<file path="src/source/regNames.sv">
// Register ids are 6 bits; only the low two status bits (T, S) are touched by this execute slice
`default_nettype none

package regNames;

	typedef logic [5:0] gprId;	// GPR id as carried in a micro-op

	// Special register ids
	parameter gprId GR_ZZR = 6'h3F;	// Zero register, writes dropped
	parameter gprId GR_DHR = 6'h01;	// High data register
	parameter gprId GR_LR = 6'h12;	// Link register

	// Flag positions inside the 64-bit status register
	parameter int SR_T = 0;	// Test / carry bit
	parameter int SR_S = 1;	// Sign bit

endpackage

`default_nettype wire

</file>
<file path="src/source/execTypes.sv">
// Opcode and sub-op encodings are local to this slice; unknown values are treated as NOP downstream
`default_nettype none

package execTypes;

	// Major micro-op opcode
	typedef enum logic [5:0] {
		NOP = 6'h00,
		MOV_IR = 6'h01,	// Imm to Rm
		LEA_MR = 6'h02,	// Rm + Imm to Rm
		ALU3 = 6'h03,
		ALUCMP = 6'h04,	// Flags only
		MULW3 = 6'h05,	// Word multiply, result in EX2
		JMP = 6'h06,
		OP_IXT = 6'h07
	} uCmd;

	// Sub-op, meaning depends on the major opcode
	typedef enum logic [5:0] {
		ADD = 6'h00,
		SUB = 6'h01,
		AND = 6'h02,
		OR = 6'h03,
		XOR = 6'h04,
		CMPEQ = 6'h05,
		CMPGT = 6'h06,	// Signed
		IXT_NOP = 6'h20,
		IXT_SLEEP = 6'h21
	} uIxt;

	typedef struct packed {
		uCmd cmd;
		uIxt ixt;
		regNames::gprId idRs;	// Source A
		regNames::gprId idRt;	// Source B
		regNames::gprId idRm;	// Dest
		logic [32:0] imm;	// Sign-extended on use
	} microOp;

	typedef struct packed {
		regNames::gprId regId;
		logic [63:0] value;
	} writeBack;

	// EX1 register contents handed to EX2
	typedef struct packed {
		microOp op;
		writeBack wb;	// Default writeback formed in EX1
		logic [63:0] aluResult;
		logic [1:0] aluFlags;	// {S, T}
		logic [63:0] valRs;	// Needed for JMP status restore
	} ex1Bundle;

endpackage

`default_nettype wire

</file>
<file path="src/source/exAlu.sv">
// Purely combinational; unknown sub-ops give a zero result and clear flags
`timescale 1ns/100ps
`default_nettype none

module exAlu (
	input wire execTypes::uIxt ixt,
	input wire [63:0] a,
	input wire [63:0] b,
	output logic [63:0] result,
	output logic [1:0] flags
);

	logic [64:0] sum;	// Carry in top bit
	logic [64:0] diff;	// Borrow in top bit

	assign sum = {1'b0, a} + {1'b0, b};
	assign diff = {1'b0, a} - {1'b0, b};

	always_comb begin
		result = '0;
		flags = '0;
		case (ixt)
			execTypes::ADD: begin
				result = sum[63:0];
				flags[regNames::SR_T] = sum[64];	// Carry out
				flags[regNames::SR_S] = sum[63];
			end
			execTypes::SUB: begin
				result = diff[63:0];
				flags[regNames::SR_T] = diff[64];	// Borrow
				flags[regNames::SR_S] = diff[63];
			end
			execTypes::AND: begin
				result = a & b;
				flags[regNames::SR_S] = result[63];	// T stays clear
			end
			execTypes::OR: begin
				result = a | b;
				flags[regNames::SR_S] = result[63];
			end
			execTypes::XOR: begin
				result = a ^ b;
				flags[regNames::SR_S] = result[63];
			end
			execTypes::CMPEQ: begin
				flags[regNames::SR_T] = (a == b);	// Result left zero
			end
			execTypes::CMPGT: begin
				flags[regNames::SR_T] = ($signed(a) > $signed(b));
			end
			default: begin
			end
		endcase
	end

endmodule

`default_nettype wire

</file>
<file path="config.mk">
export PLATFORM = sky130hd
export DESIGN_NAME = exAlu
export DESIGN_NICKNAME = d
export VERILOG_FILES = /design/src/source/regNames.sv /design/src/source/execTypes.sv /design/src/source/exAlu.sv
export SDC_FILE = /design/constraint.sdc
export NUM_CORES = 1
export LEC_CHECK = 0
export BUFFER_PORTS_ARGS = -buffer_cell sky130_fd_sc_hd__buf_2
export CAP_MARGIN = 15
export CELL_PAD_IN_SITES_DETAIL_PLACEMENT = 1
export CELL_PAD_IN_SITES_GLOBAL_PLACEMENT = 1
export CORE_AREA = 10 10 207 190
export DETAILED_ROUTE_END_ITERATION = 10
export DIE_AREA = 0 0 217 200
export PLACE_DENSITY = 0.71
export SLEW_MARGIN = 20
export SYNTH_ARGS = -nofsm -noshare
export SYNTH_HDL_FRONTEND = slang
export SYNTH_SLANG_ARGS = --single-unit
</file>
<file path="constraint.sdc">
create_clock -name vclk -period 7.8
set_clock_uncertainty 0.2 [all_clocks]
set_input_delay 0.78 -clock vclk [all_inputs]
set_output_delay 0.78 -clock vclk [all_outputs]
set_load 0.01 [all_outputs]
</file>
==> Word level (Yosys, flattened, before mapping) <==
Index checks and enable logic that the tools add are counted.
{ "classes": {"add_sub_neg": 2, "order_cmp": 1, "eq_ne": 7, "mux": 3, "n_bitwise": 3, "reduce_logical": 1} }
{ "ops": {"columns": ["op", "count"], "rows": [
  ["64-bit one-hot mux with 5 select lines", 1],
  ["64-bit by 64-bit adder with 65-bit output", 1],
  ["64-bit by 64-bit subtractor with 65-bit output", 1],
  ["64-bit AND", 1],
  ["64-bit == test", 1],
  ["64-bit > comparator", 1],
  ["64-bit bitwise OR", 1],
  ["64-bit bitwise XOR", 1],
  ["6-bit by 3-bit == test with 1-bit output, second input constant", 3],
  ["6-bit by 2-bit == test with 1-bit output, second input constant", 2],
  ["6-bit by 1-bit == test with 1-bit output, second input constant", 1],
  ["6-bit logical NOT", 1],
  ["1-bit one-hot mux with 5 select lines", 1],
  ["1-bit one-hot mux with 4 select lines", 1]
]} }
{ "totals": {"register_bits": 0, "out_inout_bits": 66, "elab_cells": 17} }

==> Longest topological paths before layout <==
Gate-level depths: netlist of the first run.
{ "depth": {"word_depth": 2, "mapped_depth": 15} }

==> Least setup slack after synthesis of the first run <==
Ideal clock, no wire load.
{ "synth_path": {"path_kind": "input-to-output", "from": "in b[1]", "to": "out result[53]", "arrival_time_ps": 3720, "required_time_ps": 6820, "setup_slack_ps": 3100, "stages": 13, "n_path_buf": 0, "path_cell_list": "inv_1 > ha_1 > o21ba_1 > o311a_4 > o41ai_4 > a221oi_2 > o311ai_4 > a221oi_2 > o41ai_2 > nand3_2 > a22oi_1 > mux2_1 > o22ai_1"} }
{ "synth_via": {"elab_chain_cells": 2, "word_cells_on_any_way": 3, "classes_between": "add/sub (2); mux (1)"} }
{ "synth_lines": {"columns": ["item", "line", "source"], "rows": [
  ["start, declared", "exAlu.sv:8", "input wire [63:0] b,"],
  ["64-bit by 64-bit subtractor with 65-bit output / 64-bit by 64-bit adder with 65-bit output (equally long branches)", "exAlu.sv:17, exAlu.sv:16", null],
  ["64-bit one-hot mux with 5 select lines *", "exAlu.sv:22", "case (ixt)"],
  ["end, declared", "exAlu.sv:9", "output logic [63:0] result,"]
]} }
Mark *: on every way between the ends. The rest lies on a longest branch, timed or not.

==> Worst setup path after layout of the first run <==
{ "layout_path": {"from": "in ixt[5]", "to": "out flags[1]"} }
{ "layout_via": {"elab_chain_cells": 2, "word_cells_on_any_way": 6, "classes_between": "eq/ne (4); mux (1); reduce/logical (1)"} }
{ "layout_lines": {"columns": ["item", "line", "source"], "rows": [
  ["start, declared", "exAlu.sv:6", "input wire execTypes::uIxt ixt,"],
  ["6-bit by 3-bit == test with 1-bit output (tied with other cells)", "exAlu.sv:22", null],
  ["1-bit one-hot mux with 5 select lines *", "exAlu.sv:22", null],
  ["end, declared", "exAlu.sv:10", "output logic [1:0] flags"]
]} }
Marks and branches as above.

==> results.cfg, run 1 <==
[outcome]
status = completed

[setup_path]
endpoint_kind = output pin
worstSetupStartpointType = input port
worstPathRequired_ps = 6820
cp_slowest_cell = nor2_1
cp_cell_sequence = buf_2 -> nor3_1 -> nand2b_1 -> nor2_1 -> nand2_2 -> nand3_1 -> a41oi_1 -> o211ai_1 -> a21oi_1 -> o21ai_0 -> buf_2
crit_type = in -> out
critPathMaxStageDelay_ps = 940
path_common_cell = buf_2
worstPathMaxFanout = 32
arrival_ps = 5300

[cells_and_area]
fill_cells = 4673
nClkBuffers = 0
multi_input_area_sq_mm = 0.009821
nNetsFinal = 2198
areaGrowthSynthToFinish_pct = 11.43
regArea_sq_um = 0
design.seq.count = 0
drive_gt1_share_pct = 13.28

[die]
core-area_sq_mm = 0.03481
ios = 200
die_w_um = 217
num_rows = 65
dieArea_sq_mm = 0.04340
initial_core_util_pct = 31.66
die_h_um = 200

[pwr]
power_density_mw_per_mm2 = 72.82
ir_worst_vdd_mv = 0.02463
finalPower_mw = 0.8942
p_leak_nw = 5.801

[yosys]
yosysWarnings = 0
yosysTopAreaCell = ha_1
synth_cell_types = 82
synth_top_area_share_pct = 21.80
syn_nets = 2097
syn_area_sq_mm = 0.01102
synth.top_cells.by_area = ha_1 22%, a21oi_1 10%, inv_1 6.8%
avgSynthCellArea_sq_um = 6.229
synth_cells = 1769
ys_seq_area_share_pct = 0

[route]
via_per_inst = 6.020
post-route-drc-count = 0
drt-initial-drc-count = 1277
routed_wl_um = 53710
wire_per_inst_um = 22.96
dr.pass1.iters = 5
dr_total_vias = 14080
ant_nets = 0

[sta]
rsz0062_at_grt = no
worstMarginPinSlew_ps = 1130
fin_crit_ps = 6278
relSlewSlack_pct = 24.49
fin_crit_sh_pct = 80.48
setup_viol = 0
drv_slew = 0
final-hold-violation-count = 0
max_freq_mhz = 159.3
tns_ps = 0

[grt]
grt_first_pass_wirelength_um = 81560
first_global_vias = 13794
globalRouteTotalUtil_pct = 23.16
grt_max_degree = 112
antenna_found_initial = 4
grt_remaining_overflow = 0

[run]
maxCapViolCount = 0

[placement]
gp_congestion = 0.9475
hpwl_um = 43370
io_buffers = 200

[cts]
post_cts_buffers = 0
ctsResizeCount = 0
cts_hold_buffers = 0

[min_path]
hold_class = in -> out
critical path, delay by kind of cell:
| kind | cells | cell delay [ps] |
|---|---|---|
| AND/OR/NAND/NOR | 5 | 3220 |
| AO/OA/AOI/OAI | 4 | 950 |
| buffers and inverters | 2 | 350 |
layout by cell type, fill, tap and decap left out, types with 15 or more instances in the layout:
cell	count
o21a_1	15
nand2_1	143
o31ai_1	31
nor4_1	28
xnor2_1	31
o211ai_1	30
o22ai_1	15
o21bai_1	46
o221ai_1	23
a21oi_1	227
buf_2	199
a31oi_1	20
nor3_1	40
o21ai_0	131
ha_1	192
nand4_1	28
a21o_1	32
a211oi_1	20
inv_1	201
nor2_1	158
nand3_1	46
per-stage QoR:
step | utilization [%] | worst slack, ps | hold slack (ps) | instances | area [sq um]
2_1_floorplan | - | 3100 | 1620 | 1769 | 11020
3_5_place_dp | 35.26 | 1542 | 1948 | 2337 | 12270
4_1_cts | 35.26 | 1531 | 1950 | 2337 | 12270
6_report | 35.28 | 1522 | 1944 | 2339 | 12280
5_1_grt | 35.26 | 1347 | 1988 | 2337 | 12270
3_3_place_gp | 35.26 | 1568 | 1955 | 2337 | 12270
final timing paths:
kind | start | to | slack [ps] | depth (start not counted)
setup / recovery | ixt[5] | flags[1] | 1520 | 11
hold / removal | b[48] | result[48] | 1940 | 5
logic make-up after synthesis:
family,after synthesis,share of synthesized area (%)
AO/OA/AOI/OAI,694,41.12
XOR/XNOR,32,2.543
adder cells (fa/ha/maj),194,22.16
buffers and inverters,318,11.04
multiplexers,12,1.147
AND/OR/NAND/NOR,519,21.99
report_power, final:
group          internal [mW]    total (mW)  leakage (nW)  switching (mW)
sequential                 0             0             0               0
clock           0.0000000343  0.0000000343     0.0000127               0
combinational          0.297         0.894          5.80           0.597
total                  0.297         0.894          5.80           0.597
cells in the mapped netlist (4+ instances only):
cell type / count
a21oi_1: 227
inv_1: 201
ha_1: 192
nor2_1: 160
nand2_1: 144
o21ai_0: 131
clkbuf_1: 87
nand3_1: 46
o21bai_1: 46
nor3_1: 41
a21o_1: 32
o31ai_1: 31
xnor2_1: 31
o211ai_1: 30
nand4_1: 28
nor4_1: 28
o221ai_1: 23
a211oi_1: 20
a31oi_1: 20
o21a_1: 15
o22ai_1: 15
nor2b_1: 13
buf_1: 12
buf_2: 12
nand2b_1: 12
or3_1: 11
a221o_1: 9
and3_1: 9
o21ai_1: 9
a22oi_1: 7
mux2i_1: 7
or4_1: 7
a311oi_1: 6
or2_2: 6
a211o_1: 5
a221oi_1: 5
and2_1: 5
mux2_2: 4
o31a_1: 4
o32a_1: 4
final cells by class:
type | count | area share [%]
Antenna cell | 2 | 0.04076
Inverter | 205 | 6.267
Timing Repair Buffer | 212 | 8.936
Multi-Input combinational cell | 1451 | 79.98
Tap cell | 469 | 4.779
routing by layer:
layer | global-route usage, % | up-vias | routed length, um
met5 | 0 | - | 34
li1 | - | 6582 | -
met2 | 37.23 | 567 | 23560
met1 | 33.10 | 6879 | 25400
met4 | 2.432 | 4 | 665
met3 | 3.070 | 48 | 4048
No activity file was read; power rests on OpenSTA's default activity.
==> run 2: changes to the inputs <==
- clock period: 7.8 -> 6.4 ns (I/O delays scaled with it)
==> results.cfg, run 2 (synthesis results as in run 1) <==
[sta]
final-hold-violation-count = 0
drv_slew = 0
tns_ps = 0
relSlewSlack_pct = 29.42
fin_crit_sh_pct = 87.71
hold_slack_ps = 1669
max_freq_mhz = 178.1
fin_crit_ps = 5614
setup_viol = 0
rsz0062_at_grt = no
worstMarginPinSlew_ps = 1056

[route]
post-route-drc-count = 0
wire_per_inst_um = 22.78
routed_wl_um = 53450
dr_total_vias = 14029
dr.pass1.iters = 7
via_per_inst = 5.980
ant_nets = 0
drt-initial-drc-count = 1263

[setup_path]
worstPathMaxFanout = 5
worstSetupStartpointType = input port
cp.buffers_inverters = 2
cp_slowest_cell = a221oi_1
cp_cell_sequence = buf_2 -> ha_1 -> fa_1 -> a21oi_1 -> o31a_1 -> o21ai_0 -> a221oi_1 -> o21ai_1 -> o221ai_1 -> nor3_1 -> a21oi_1 -> nor2_1 -> a31oi_1 -> o21ai_1 -> buf_2
critPathMaxStageDelay_ps = 630
crit_family = compound AO/OA/AOI/OAI gates
crit_type = in -> out
arrival_ps = 4770
worstPathRequired_ps = 5560
endpoint_kind = output pin

[die]
num_rows = 65
core-area_sq_mm = 0.03481
die_h_um = 200
die_w_um = 217
ios = 200
dieArea_sq_mm = 0.04340
initial_core_util_pct = 31.66

[cells_and_area]
layout_common_cells = 227 x a21oi_1, 201 x inv_1, 199 x buf_2, 192 x ha_1, 158 x nor2_1
multi_input_area_sq_mm = 0.009818
final_common_cell = a21oi_1
drive_gt1_share_pct = 13.55
fill_cells = 4687
design.seq.count = 0
nClkBuffers = 0
nNetsFinal = 2205
regArea_sq_um = 0
areaGrowthSynthToFinish_pct = 11.89

[run]
maxCapViolCount = 0

[grt]
grt_max_degree = 67
first_global_vias = 14189
antenna_found_initial = 6
grt_first_pass_wirelength_um = 82520
globalRouteTotalUtil_pct = 23.35
grt_remaining_overflow = 0

[pwr]
ir_worst_vdd_mv = 0.03150
power_density_mw_per_mm2 = 88.65
p_leak_nw = 5.832

[cts]
cts_hold_buffers = 0
ctsResizeCount = 0
post_cts_buffers = 0

[placement]
gp_congestion = 0.9826
hpwl_um = 43060
io_buffers = 200

[min_path]
hold_class = in -> out

[outcome]
status = completed
## run 2: area by class of cell
cell class,instances,share of cell area [%]
inverter,205,6.241
timing repair buffer,219,9.326
multi-input combinational,1451,79.63
antenna,2,0.04059
tap,469,4.759
## run 2: final timing paths
kind	start	endpoint	cells past startpoint
min	b[48]	result[48]	5
max	a[0]	flags[0]	15
## run 2: metal layers
metal	track usage [%]	up-vias	wire, um
li1	-	6608	-
met1	32.77	6816	25140
met2	37.02	538	23210
met3	4.244	59	4217
met4	3.389	8	821
met5	0	-	54
## run 2: power breakdown
group | total, mW | internal, mW | switching (mW)
clock | 0.0000000418 | 0.0000000418 | 0
sequential | 0 | 0 | 0
combinational | 1.09 | 0.367 | 0.727
## run 2: metrics by stage
step	instance area, sq um	instances	util (%)	worst slack (ps)	power [mW]
final	12330	2346	35.42	786.3	1.093
after global routing	12320	2344	35.41	605.5	1.193
after CTS	12320	2344	35.41	888.7	1.070
after detailed placement	12320	2344	35.41	905.5	1.064
after global placement	12320	2344	35.41	960.0	1.042
after floorplan	11020	1769	-	1980	0.7129
