<file path="config.mk">
export PLATFORM = sky130hd
export DESIGN_NAME = exStage2
export DESIGN_NICKNAME = d
export VERILOG_FILES = /design/src/source/regNames.sv /design/src/source/execTypes.sv /design/src/source/exStage2.sv
export SDC_FILE = /design/constraint.sdc
export NUM_CORES = 1
export LEC_CHECK = 0
export ABC_AREA = 1
export BUFFER_PORTS_ARGS = -buffer_cell sky130_fd_sc_hd__buf_2
export CAP_MARGIN = 20
export CORE_AREA = 2 2 206 208
export CTS_CLUSTER_DIAMETER = 200
export DETAILED_ROUTE_END_ITERATION = 12
export DIE_AREA = 0 0 208 210
export PLACE_DENSITY = 0.58
export SYNTH_ARGS = -nofsm -noshare
export SYNTH_HDL_FRONTEND = slang
export SYNTH_SLANG_ARGS = --single-unit
</file>
<file path="constraint.sdc">
create_clock -name clock -period 7.9 [get_ports clock]
set_input_delay 1.58 -clock clock [delete_from_list [all_inputs] [get_ports clock]]
set_output_delay 1.58 -clock clock [all_outputs]
set_load 0.01 [all_outputs]
</file>
<file path="src/source/regNames.sv">
// Register ids are 6 bits; only the low two status bits (T, S) are touched by this execute slice
`default_nettype none

package regNames;

	typedef logic [5:0] gprId;	// GPR id as carried in a micro-op

	// Special register ids
	parameter gprId GR_ZZR = 6'h3F;	// Zero register, writes dropped
	parameter gprId GR_DHR = 6'h01;	// High data register
	parameter gprId GR_LR = 6'h12;	// Link register

	// Flag positions inside the 64-bit status register
	parameter int SR_T = 0;	// Test / carry bit
	parameter int SR_S = 1;	// Sign bit

endpackage

`default_nettype wire

</file>
<file path="src/source/execTypes.sv">
// Opcode and sub-op encodings are local to this slice; unknown values are treated as NOP downstream
`default_nettype none

package execTypes;

	// Major micro-op opcode
	typedef enum logic [5:0] {
		NOP = 6'h00,
		MOV_IR = 6'h01,	// Imm to Rm
		LEA_MR = 6'h02,	// Rm + Imm to Rm
		ALU3 = 6'h03,
		ALUCMP = 6'h04,	// Flags only
		MULW3 = 6'h05,	// Word multiply, result in EX2
		JMP = 6'h06,
		OP_IXT = 6'h07
	} uCmd;

	// Sub-op, meaning depends on the major opcode
	typedef enum logic [5:0] {
		ADD = 6'h00,
		SUB = 6'h01,
		AND = 6'h02,
		OR = 6'h03,
		XOR = 6'h04,
		CMPEQ = 6'h05,
		CMPGT = 6'h06,	// Signed
		IXT_NOP = 6'h20,
		IXT_SLEEP = 6'h21
	} uIxt;

	typedef struct packed {
		uCmd cmd;
		uIxt ixt;
		regNames::gprId idRs;	// Source A
		regNames::gprId idRt;	// Source B
		regNames::gprId idRm;	// Dest
		logic [32:0] imm;	// Sign-extended on use
	} microOp;

	typedef struct packed {
		regNames::gprId regId;
		logic [63:0] value;
	} writeBack;

	// EX1 register contents handed to EX2
	typedef struct packed {
		microOp op;
		writeBack wb;	// Default writeback formed in EX1
		logic [63:0] aluResult;
		logic [1:0] aluFlags;	// {S, T}
		logic [63:0] valRs;	// Needed for JMP status restore
	} ex1Bundle;

endpackage

`default_nettype wire

</file>
<file path="src/source/exStage2.sv">
// holdCycles must be 1 to 255; flush kills the EX2 op entirely, a flushed SLEEP raises no hold
`timescale 1ns/100ps
`default_nettype none

module exStage2 #(
	parameter int holdCycles = 15	// SLEEP length in cycles
) (
	input wire clock,
	input wire rst,
	input wire execTypes::ex1Bundle ex1State,
	input wire [63:0] mulProduct,
	input wire braFlush,	// Level, applies to the op now in EX2
	input wire [63:0] srIn,	// Status load value during reset
	output execTypes::writeBack wb,
	output logic [63:0] statusReg,
	output logic exHold
);

	execTypes::ex1Bundle ex2State;	// EX2 register
	logic [63:0] mulHeld;	// Product kept in step with ex2State
	logic [7:0] holdCount;	// Saturating
	logic sleepOp;
	execTypes::uCmd effCmd;
	execTypes::writeBack nextWb;
	logic [63:0] nextSr;

	always_comb begin
		effCmd = braFlush ? execTypes::NOP : ex2State.op.cmd;	// Flush drops the op
		nextWb = ex2State.wb;	// Forward EX1's result
		nextSr = statusReg;
		sleepOp = 1'b0;

		case (effCmd)
			execTypes::ALU3: begin
				nextWb.regId = ex2State.op.idRm;	// Deferred ALU result
				nextWb.value = ex2State.aluResult;
				nextSr[regNames::SR_T] = ex2State.aluFlags[regNames::SR_T];
				nextSr[regNames::SR_S] = ex2State.aluFlags[regNames::SR_S];
			end
			execTypes::ALUCMP: begin
				nextSr[regNames::SR_T] = ex2State.aluFlags[regNames::SR_T];
				nextSr[regNames::SR_S] = ex2State.aluFlags[regNames::SR_S];
			end
			execTypes::MULW3: begin
				nextWb.regId = ex2State.op.idRm;
				nextWb.value = mulHeld;
			end
			execTypes::JMP: begin
				// Return through LR or DHR brings the saved flags back
				if ((ex2State.op.idRs == regNames::GR_LR) ||
					(ex2State.op.idRs == regNames::GR_DHR)) begin
					nextSr[regNames::SR_T] = ex2State.valRs[48];
					nextSr[regNames::SR_S] = ex2State.valRs[49];
				end
			end
			execTypes::OP_IXT: begin
				sleepOp = (ex2State.op.ixt == execTypes::IXT_SLEEP);
			end
			default: begin
			end
		endcase

		exHold = sleepOp && (holdCount < holdCycles);

		if (braFlush || exHold)
			nextWb.regId = regNames::GR_ZZR;	// No write, no duplicate
	end

	always_ff @(posedge clock) begin
		if (rst) begin
			ex2State.op.cmd <= execTypes::NOP;
			ex2State.wb.regId <= regNames::GR_ZZR;
		end else if (!exHold) begin
			ex2State <= ex1State;
			mulHeld <= mulProduct;
		end
	end

	// Outputs and status
	always_ff @(posedge clock) begin
		if (rst) begin
			wb.regId <= regNames::GR_ZZR;
			statusReg <= srIn;
		end else begin
			wb <= nextWb;
			statusReg <= nextSr;
		end
	end

	// Hold counter, cleared as soon as the hold drops
	always_ff @(posedge clock) begin
		if (rst)
			holdCount <= '0;
		else if (exHold) begin
			if (holdCount != 8'hFF)
				holdCount <= holdCount + 8'd1;
		end else
			holdCount <= '0;
	end

endmodule

`default_nettype wire

</file>
# Word-level counts from Yosys, hierarchy flattened
# Index checks and enable logic that the tools add are counted.
dict set report word_totals {
  regBits 416
  in_bits 394
  output_inout_bits 135
}
dict set report op_classes {
  addsub 1
  order_cmp 1
  n_eq_ne 10
  mux 6
  bitwise 2
  n_reduce_logical 9
}
# cell count
set op_table {}
lappend op_table {{70-bit case mux with 2 select lines} 1}
lappend op_table {{6-bit by 3-bit equality test with 1-bit output (second input constant)} 4}
lappend op_table {{8-bit by 1-bit adder with 8-bit output (second input constant)} 1}
lappend op_table {{8-bit by 4-bit < comparator with 1-bit output (second input constant)} 1}
lappend op_table {{8-bit inequality test (second input constant)} 1}
lappend op_table {{6-bit by 1-bit equality test with 1-bit output (second input constant)} 1}
lappend op_table {{6-bit by 2-bit equality test with 1-bit output (second input constant)} 1}
lappend op_table {{6-bit by 5-bit equality test with 1-bit output (second input constant)} 1}
lappend op_table {{6-bit equality test (second input constant)} 1}
lappend op_table {{6-bit two-way mux} 1}
lappend op_table {{2-bit OR reduction} 3}
lappend op_table {{2-bit two-way mux} 2}
lappend op_table {{2-bit case mux with 2 select lines} 1}
lappend op_table {{2-bit AND reduction} 2}
lappend op_table {{3-bit inequality test (second input constant)} 1}
lappend op_table {{3-bit nonzero test} 1}
lappend op_table {{1-bit logical OR} 2}
lappend op_table {{1-bit inverter} 2}
lappend op_table {{1-bit logical AND} 1}
lappend op_table {{1-bit two-way mux} 1}

# Logic depth before layout (Yosys ltp)
# Gate-level depths: netlist (run 1).
dict set report logic_depth {
  word_depth 6
  depth_mapped 8
  mapped_depth_nobuf 8
}

# Least setup slack after synthesis (run 1)
# No wires, ideal clock.
dict set report synth_path {
  path_type {in2reg}
  from {input port braFlush}
  to {register ex2State[100] (netlist bit), enable pin}
  setup_time_ps 566
  arrival_ps 6134
  required_ps 7334
  setup_slack_ps 1200
  path_stages 6
  n_path_buf 0
  path_cell_list {inv_2 -> nand3_2 -> nor2_1 -> nand3_2 -> nand2_2 -> inv_1}
}
dict set report synth_between {
  elab_chain_len 6
}
# item line
set synth_rtl {}
lappend synth_rtl {{from (decl)} exStage2.sv:12} ;# input wire braFlush,
lappend synth_rtl {{6-bit two-way mux} exStage2.sv:28} ;# effCmd = braFlush ? execTypes::NOP : ex2State.op.cmd;
lappend synth_rtl {{6-bit by 3-bit equality test with 1-bit output} exStage2.sv:33} ;# case (effCmd)
lappend synth_rtl {{1-bit two-way mux} exStage2.sv:33}
lappend synth_rtl {{1-bit logical AND} exStage2.sv:63} ;# exHold = sleepOp && (holdCount < holdCycles);
lappend synth_rtl {{1-bit inverter (no source line)} n/a}
lappend synth_rtl {{2-bit AND reduction (no source line)} n/a}
lappend synth_rtl {{to (signal assigned)} exStage2.sv:74} ;# ex2State <= ex1State;
lappend synth_rtl {{to (decl)} exStage2.sv:19} ;# execTypes::ex1Bundle ex2State;
# Every way passes these cells.
# A chain may end at the register's enable or synchronous reset.

# Final worst setup path (run 1)
dict set report layout_path {
  from {input port braFlush}
  to {output port exHold}
}
dict set report layout_between {
  elab_chain_len 4
}
# item line
set layout_rtl {}
lappend layout_rtl {{6-bit two-way mux} exStage2.sv:28}
lappend layout_rtl {{6-bit by 3-bit equality test with 1-bit output} exStage2.sv:33}
lappend layout_rtl {{1-bit two-way mux} exStage2.sv:33}
lappend layout_rtl {{1-bit logical AND} exStage2.sv:63}
lappend layout_rtl {{to (decl)} exStage2.sv:16} ;# output logic exHold
# Every way passes these cells.

==> impl_metrics.py, run 1 <==
metrics = {
    "timing": {
        "hold_slack_ns": 0.530,
        "period_share": 0.524,
        "tightest_slew_ns": 0.999,
        "drv_slew": 0,
        "layout_min_cycle_time_ns": 4.14,
        "hold_viol_final": 0,
        "grt_setup_unrepaired": "no",
        "skew_ns": 0.0190,
        "slew-limit-headroom": 0.334,
        "finalSetupViolations": 0,
        "fin_tns_setup_ns": 0,
        "clock.fmax_mhz": 242,
    },
    "power_and_ir_drop": {
        "ir_drop_v": 0.000187,
        "power_frac_clock": 0.403,
        "combinationalPowerShare": 0.059,
        "p_leak_nw": 6.89,
        "pwr-share-seq": 0.538,
        "p_sw_mw": 0.926,
        "p_sw_frac": 0.213,
        "intPower_mw": 3.42,
        "powerDensity_nw_per_um2": 257,
    },
    "global_route": {
        "grt_max_degree": 114,
        "grt_overflow_total": 0,
        "grt_pass1_vias": 8595,
        "grt_usage": 0.152,
        "grt_antenna_before_repair": 7,
        "grt_pass1_wl_um": 50000,
    },
    "clock_tree": {
        "clk_pin_slew_ns": 0.06,
        "cts_hold_buf": 0,
        "cts_root_buffer": "clkbuf_16",
        "cts_max_level": 2,
        "clock_sinks": 368,
        "post_cts_buffers": 0,
        "cts_max_path_buffers": 3,
        "clock_latency_ns": 0.54,
        "ctsResizeCount": 0,
        "cts_tree": "yes",
        "numCtsBuffers": 41,
    },
    "die": {
        "io_pins": 529,
        "die_w_um": 208,
        "initial_core_util": 0.313,
        "die_y_um": 210,
        "num_rows": 75,
        "core_um2": 41500,
        "dieArea_um2": 43700,
    },
    "worst_hold_path": {
        "hp-start": "ex2State[198]$_SDFFE_PP1N_",
        "hold_class": "flip-flop to flip-flop",
        "min_to": "ex2State[198]$_SDFFE_PP1N_",
        "whs_path_depth": 4,
    },
    "detailed_routing": {
        "drt_pass1_iterations": 5,
        "antenna_left": 0,
        "dr.first_iter.drc_count": 420,
        "routedWlPerCell_um": 18.4,
        "route.detailed.drc": 0,
        "routed_wl_um": 34100,
        "vias": 8414,
        "post_drt_via_cell_ratio": 4.54,
    },
    "finish": {
        "drive_above_1_share": 0.383,
        "final_nets": 1675,
        "multi_input_area_um2": 1840,
        "fillers": 3911,
        "syn_to_final_growth_pct": 30.2,
        "final_cell_area_um2": 16900,
        "regArea_um2": 10800,
    },
    "synthesis": {
        "ys_ff_latch": 368,
        "yosysSeqAreaShare": 0.831,
        "syn_area_um2": 13000,
        "synth_cell_types": 27,
        "syn_avg_cell_area_um2": 15.5,
        "syn_inst": 837,
        "yosys_warnings": 0,
    },
    "placement": {
        "dp_hpwl_um": 22100,
        "routabilityCongestion": 0.776,
        "dpl_cell_area_um2": 15700,
        "io_buffers": 427,
    },
    "worst_setup_path": {
        "worstReg2RegStart": "ex2State[261]$_SDFFE_PP0N_",
        "startpoint_type": "input pin",
        "rr_endpoint": "wb[69]$_SDFF_PP1_",
        "required_ns": 6.32,
        "endpoint_kind": "output pin",
        "path_max_fanout": 6,
        "regToRegSetupSlack_ns": 4.88,
        "worstRegToRegCells": 9,
        "cp.arrival_ns": 2.56,
        "worstSetupPathType": "input pin to output pin",
    },
    "run_status": {
        "status": "complete, no violations",
    },
    "job": {
        "cap_violations": 0,
    },
}
-- layout make-up --
| cell class | count | share of cell area |
|---|---|---|
| multi-input combinational | 390 | 0.109 |
| tap | 539 | 0.0399 |
| inverter | 46 | 0.0109 |
| antenna | 5 | 0.000740 |
| clock inverter | 24 | 0.00947 |
| clock buffer | 48 | 0.0622 |
| sequential | 368 | 0.638 |
| timing repair buffer | 433 | 0.130 |
-- stage by stage --
stage | setup slack (ns) | instances | power, mW | utilization
after floorplan | 1.20 | 840 | 2.48 | -
after global placement | 3.42 | 1776 | 2.63 | 0.378
after detailed placement | 3.40 | 1776 | 2.64 | 0.378
after CTS | 3.75 | 1848 | 4.40 | 0.407
after global routing | 3.65 | 1850 | 4.51 | 0.408
final | 3.76 | 1853 | 4.34 | 0.408
-- synthesized netlist by cell type --
library cell | instances | area, um^2
nand4_1 | 6 | 37.5
inv_4 | 1 | 6.26
nor3_1 | 1 | 5.00
nor2_4 | 3 | 33.8
buf_1 | 5 | 18.8
buf_4 | 2 | 15.0
buf_6 | 6 | 67.6
a21oi_1 | 1 | 5.00
o21ai_0 | 2 | 10.0
inv_2 | 3 | 11.3
xor2_1 | 1 | 8.76
nor2_1 | 23 | 86.3
nor2_2 | 3 | 18.8
nand2_1 | 124 | 465
inv_1 | 42 | 158
dfxtp_1 | 26 | 521
conb_1 | 1 | 3.75
or2_1 | 1 | 6.26
clkbuf_1 | 7 | 26.3
nand2_2 | 3 | 18.8
nand3_1 | 211 | 1060
nand3_2 | 2 | 20.0
buf_2 | 16 | 80.1
o21ai_1 | 1 | 5.00
edfxtp_1 | 342 | 10300
ha_1 | 1 | 12.5
o21a_1 | 3 | 22.5
-- power groups by stage --
| stage | Clock, mW | Combinational (mW) | Sequential [mW] |
|---|---|---|---|
| floorplan | 0 | 0.0719 | 2.41 |
| global placement | 0 | 0.257 | 2.37 |
| detailed placement | 0 | 0.262 | 2.38 |
| CTS | 1.81 | 0.262 | 2.34 |
| global route | 1.88 | 0.284 | 2.35 |
| finish | 1.75 | 0.257 | 2.33 |
-- worst max-delay path by stage --
stage	end	startpoint
after global placement	wb[69]$_SDFF_PP1_	braFlush
after floorplan	ex2State[100]$_DFFE_PP_	braFlush
after global routing	exHold	braFlush
after detailed placement	wb[69]$_SDFF_PP1_	braFlush
after CTS	exHold	braFlush
final	exHold	braFlush
-- logic make-up after synthesis --
logic type,Yosys count,share of synthesized area
AND/OR/NAND/NOR,377,0.135
flip-flops,368,0.831
buffers and inverters,82,0.0295
AO/OA/AOI/OAI,7,0.00327
XOR/XNOR,1,0.000674
adder cells (fa/ha/maj),1,0.000963
other,1,0.000289
-- per-layer routing --
layer | track usage | up-vias | share of wire
li1 | - | 3945 | -
met5 | 0 | - | 0.00067
met4 | 0.0709 | 4 | 0.036
met3 | 0.0524 | 73 | 0.091
met2 | 0.260 | 362 | 0.50
met1 | 0.171 | 4030 | 0.37
-- flip-flops by register name, indices dropped and copies added, names as in the netlist --
signal,count
wb,70
mulHeld,64
ex2State,162
holdCount,8
statusReg,64
-- layout by cell type (no fill, tap or decap), types with 4 or more instances in the layout --
| cell | synthesis | final |
|---|---|---|
| buf_2 | 16 | 427 |
| edfxtp_1 | 342 | 342 |
| nand3_1 | 211 | 211 |
| nand2_1 | 124 | 124 |
| clkbuf_16 | 0 | 41 |
| inv_1 | 42 | 40 |
| dfxtp_1 | 26 | 26 |
| nor2_1 | 23 | 22 |
| clkinv_1 | 0 | 15 |
| clkbuf_1 | 7 | 7 |
| nand4_1 | 6 | 6 |
| diode_2 | 0 | 5 |
| buf_4 | 2 | 5 |
| nor2_4 | 3 | 4 |
| clkinv_2 | 0 | 4 |
| conb_1 | 1 | 4 |
-- worst max-delay path, cell delays in order --
cell and delay (ns):
buf_2 0.12, inv_2 0.09, nand3_1 0.12, nor2_1 0.20, nand2_1 0.12, nor2_4 0.16, buf_2 0.17
Power figures use the tool's default switching activity.
==> inputs of run 2 (changes only) <==
==> constraint.sdc (replaced) <==
create_clock -name clock -period 3.92 [get_ports clock]
set_input_delay 0.784 -clock clock [delete_from_list [all_inputs] [get_ports clock]]
set_output_delay 0.784 -clock clock [all_outputs]
set_load 0.01 [all_outputs]
==> run 2 against run 1 <==
  * Worst hold slack lost 0.12 ns
  * Critical path depth is the same
  * Register-to-register slack lost 3.4 ns
  * Highest routed layer unchanged
  * Via count is essentially flat
  * Setup slack lost 2.5 ns
  * Routed wire length shrank 0.20%
  * Cell count grew 0.43%
  * Final area grew 1.8%
==> impl_metrics.py, run 2 (same netlist as run 1, synthesis figures left out) <==
metrics = {
    "finish": {
        "final_common_cell": "buf_2",
        "drive_above_1_share": 0.397,
        "final_nets": 1684,
        "top_regs": "ex2State (162), wb (70)",
        "largest_reg_flops": 162,
        "regMostFlops": "ex2State",
        "layout_common_cells": "buf_2, edfxtp_1, nand3_1",
        "fillers": 3896,
        "final_cell_area_um2": 17200,
        "syn_to_final_growth_pct": 32.6,
    },
    "run_status": {
        "status": "complete, no violations",
    },
    "global_route": {
        "grt_usage": 0.152,
        "grt_antenna_before_repair": 7,
        "grt_pass1_wl_um": 50500,
        "grt_overflow_total": 0,
        "grt_pass1_vias": 8587,
        "grt_max_degree": 72,
    },
    "timing": {
        "grt_setup_unrepaired": "no",
        "layout_min_cycle_time_ns": 2.68,
        "slew-limit-headroom": 0.323,
        "skew_ns": 0.0170,
        "finalSetupViolations": 0,
        "tightest_slew_ns": 1.02,
        "drv_slew": 0,
        "hold_slack_ns": 0.412,
        "period_share": 0.683,
        "hold_viol_final": 0,
        "clock.fmax_mhz": 374,
    },
    "power_and_ir_drop": {
        "powerDensity_nw_per_um2": 532,
        "ir_drop_v": 0.000466,
        "p_leak_nw": 7.03,
    },
    "clock_tree": {
        "cts_tree": "yes",
        "cts_max_path_buffers": 3,
        "cts_hold_buf": 0,
        "post_cts_buffers": 0,
        "clk_pin_slew_ns": 0.06,
        "cts_max_level": 2,
        "clock_sinks": 368,
        "clock_latency_ns": 0.54,
        "ctsResizeCount": 0,
        "numCtsBuffers": 40,
        "cts_root_buffer": "clkbuf_16",
    },
    "detailed_routing": {
        "post_drt_via_cell_ratio": 4.52,
        "met2_length_um": 17200,
        "routed_wl_um": 34100,
        "met1Wirelength_um": 12900,
        "vias": 8409,
        "drt_pass1_iterations": 5,
        "dr.first_iter.drc_count": 542,
        "route.detailed.drc": 0,
        "antenna_left": 0,
        "top_layer": "met5",
        "routedWlPerCell_um": 18.3,
        "route.met3.wl_um": 3090,
    },
    "die": {
        "die_w_um": 208,
        "die_y_um": 210,
        "num_rows": 75,
        "dieArea_um2": 43700,
        "io_pins": 529,
        "initial_core_util": 0.313,
        "core_um2": 41500,
    },
    "worst_setup_path": {
        "cp.arrival_ns": 1.89,
        "path_max_fanout": 6,
        "crit_slowest_cell": "dfxtp_1",
        "crit_family": "simple AND/OR/NAND/NOR gates",
        "required_ns": 3.14,
        "cp_num_buf_inv": 2,
        "path_common_cell": "nor2_4",
        "path_cells": "ha_1 > nand3_1 > inv_1 > nor2_4 > nand2_1 > nor2_4 > buf_2",
        "max_stage_delay_ns": 0.32,
        "worstSetupPathType": "flip-flop to output pin",
        "endpoint_kind": "output pin",
        "startpoint_type": "flip-flop",
    },
    "worst_hold_path": {
        "hold_class": "input pin to flip-flop",
    },
    "placement": {
        "io_buffers": 427,
        "dp_hpwl_um": 22400,
        "dpl_cell_area_um2": 15800,
        "routabilityCongestion": 0.791,
    },
    "job": {
        "cap_violations": 0,
    },
}
-- run 2: final cells by class --
class / count / area (um^2) / area share
Inverter: 46 / 198 / 0.0115
Sequential cell: 368 / 10800 / 0.627
Clock buffer: 46 / 1040 / 0.0607
Multi-Input combinational cell: 390 / 1890 / 0.110
Timing Repair Buffer: 443 / 2280 / 0.133
Antenna cell: 5 / 12.5 / 0.000727
Clock inverter: 24 / 324 / 0.0188
Tap cell: 539 / 674 / 0.0392
-- run 2: report_power, final --
group	internal, mW	switching (mW)	leakage (nW)
combinational	0.227	0.302	2.80
clock	2.43	1.50	0.662
sequential	4.63	0.0781	3.56
total	7.28	1.88	7.03
-- run 2: path summary, 6_finish.rpt --
kind / slack (ns) / cells after the start / end / from
max: 1.24 / 7 / exHold / holdCount[0]$_SDFFE_PP0P_
min: 0.41 / 1 / ex2State[250]$_DFFE_PP_ / ex1State[250]
max reg2reg: 1.47 / 8 / ex2State[80]$_DFFE_PP_ / holdCount[0]$_SDFFE_PP0P_
min reg2reg: 0.53 / 2 / wb[61]$_DFFE_PN_ / ex2State[127]$_DFFE_PP_
-- run 2: metrics by stage --
stage / power, mW / setup slack, ns / TNS [ns] / instances / util
6_report: 9.16 / 1.24 / 0 / 1861 / 0.415
2_1_floorplan: 4.99 / -0.908 / -194.32 / 840 / -
3_5_place_dp: 5.32 / 1.08 / 0 / 1786 / 0.382
5_1_grt: 9.50 / 1.07 / 0 / 1860 / 0.415
3_3_place_gp: 5.31 / 1.10 / 0 / 1786 / 0.382
4_1_cts: 9.30 / 1.16 / 0 / 1856 / 0.415
-- run 2: per-layer routing --
metal  GRT usage  vias up
li1            -     3959
met2       0.260      348
met4      0.0567        2
met1       0.177     4047
met3      0.0526       53
met5           0        -
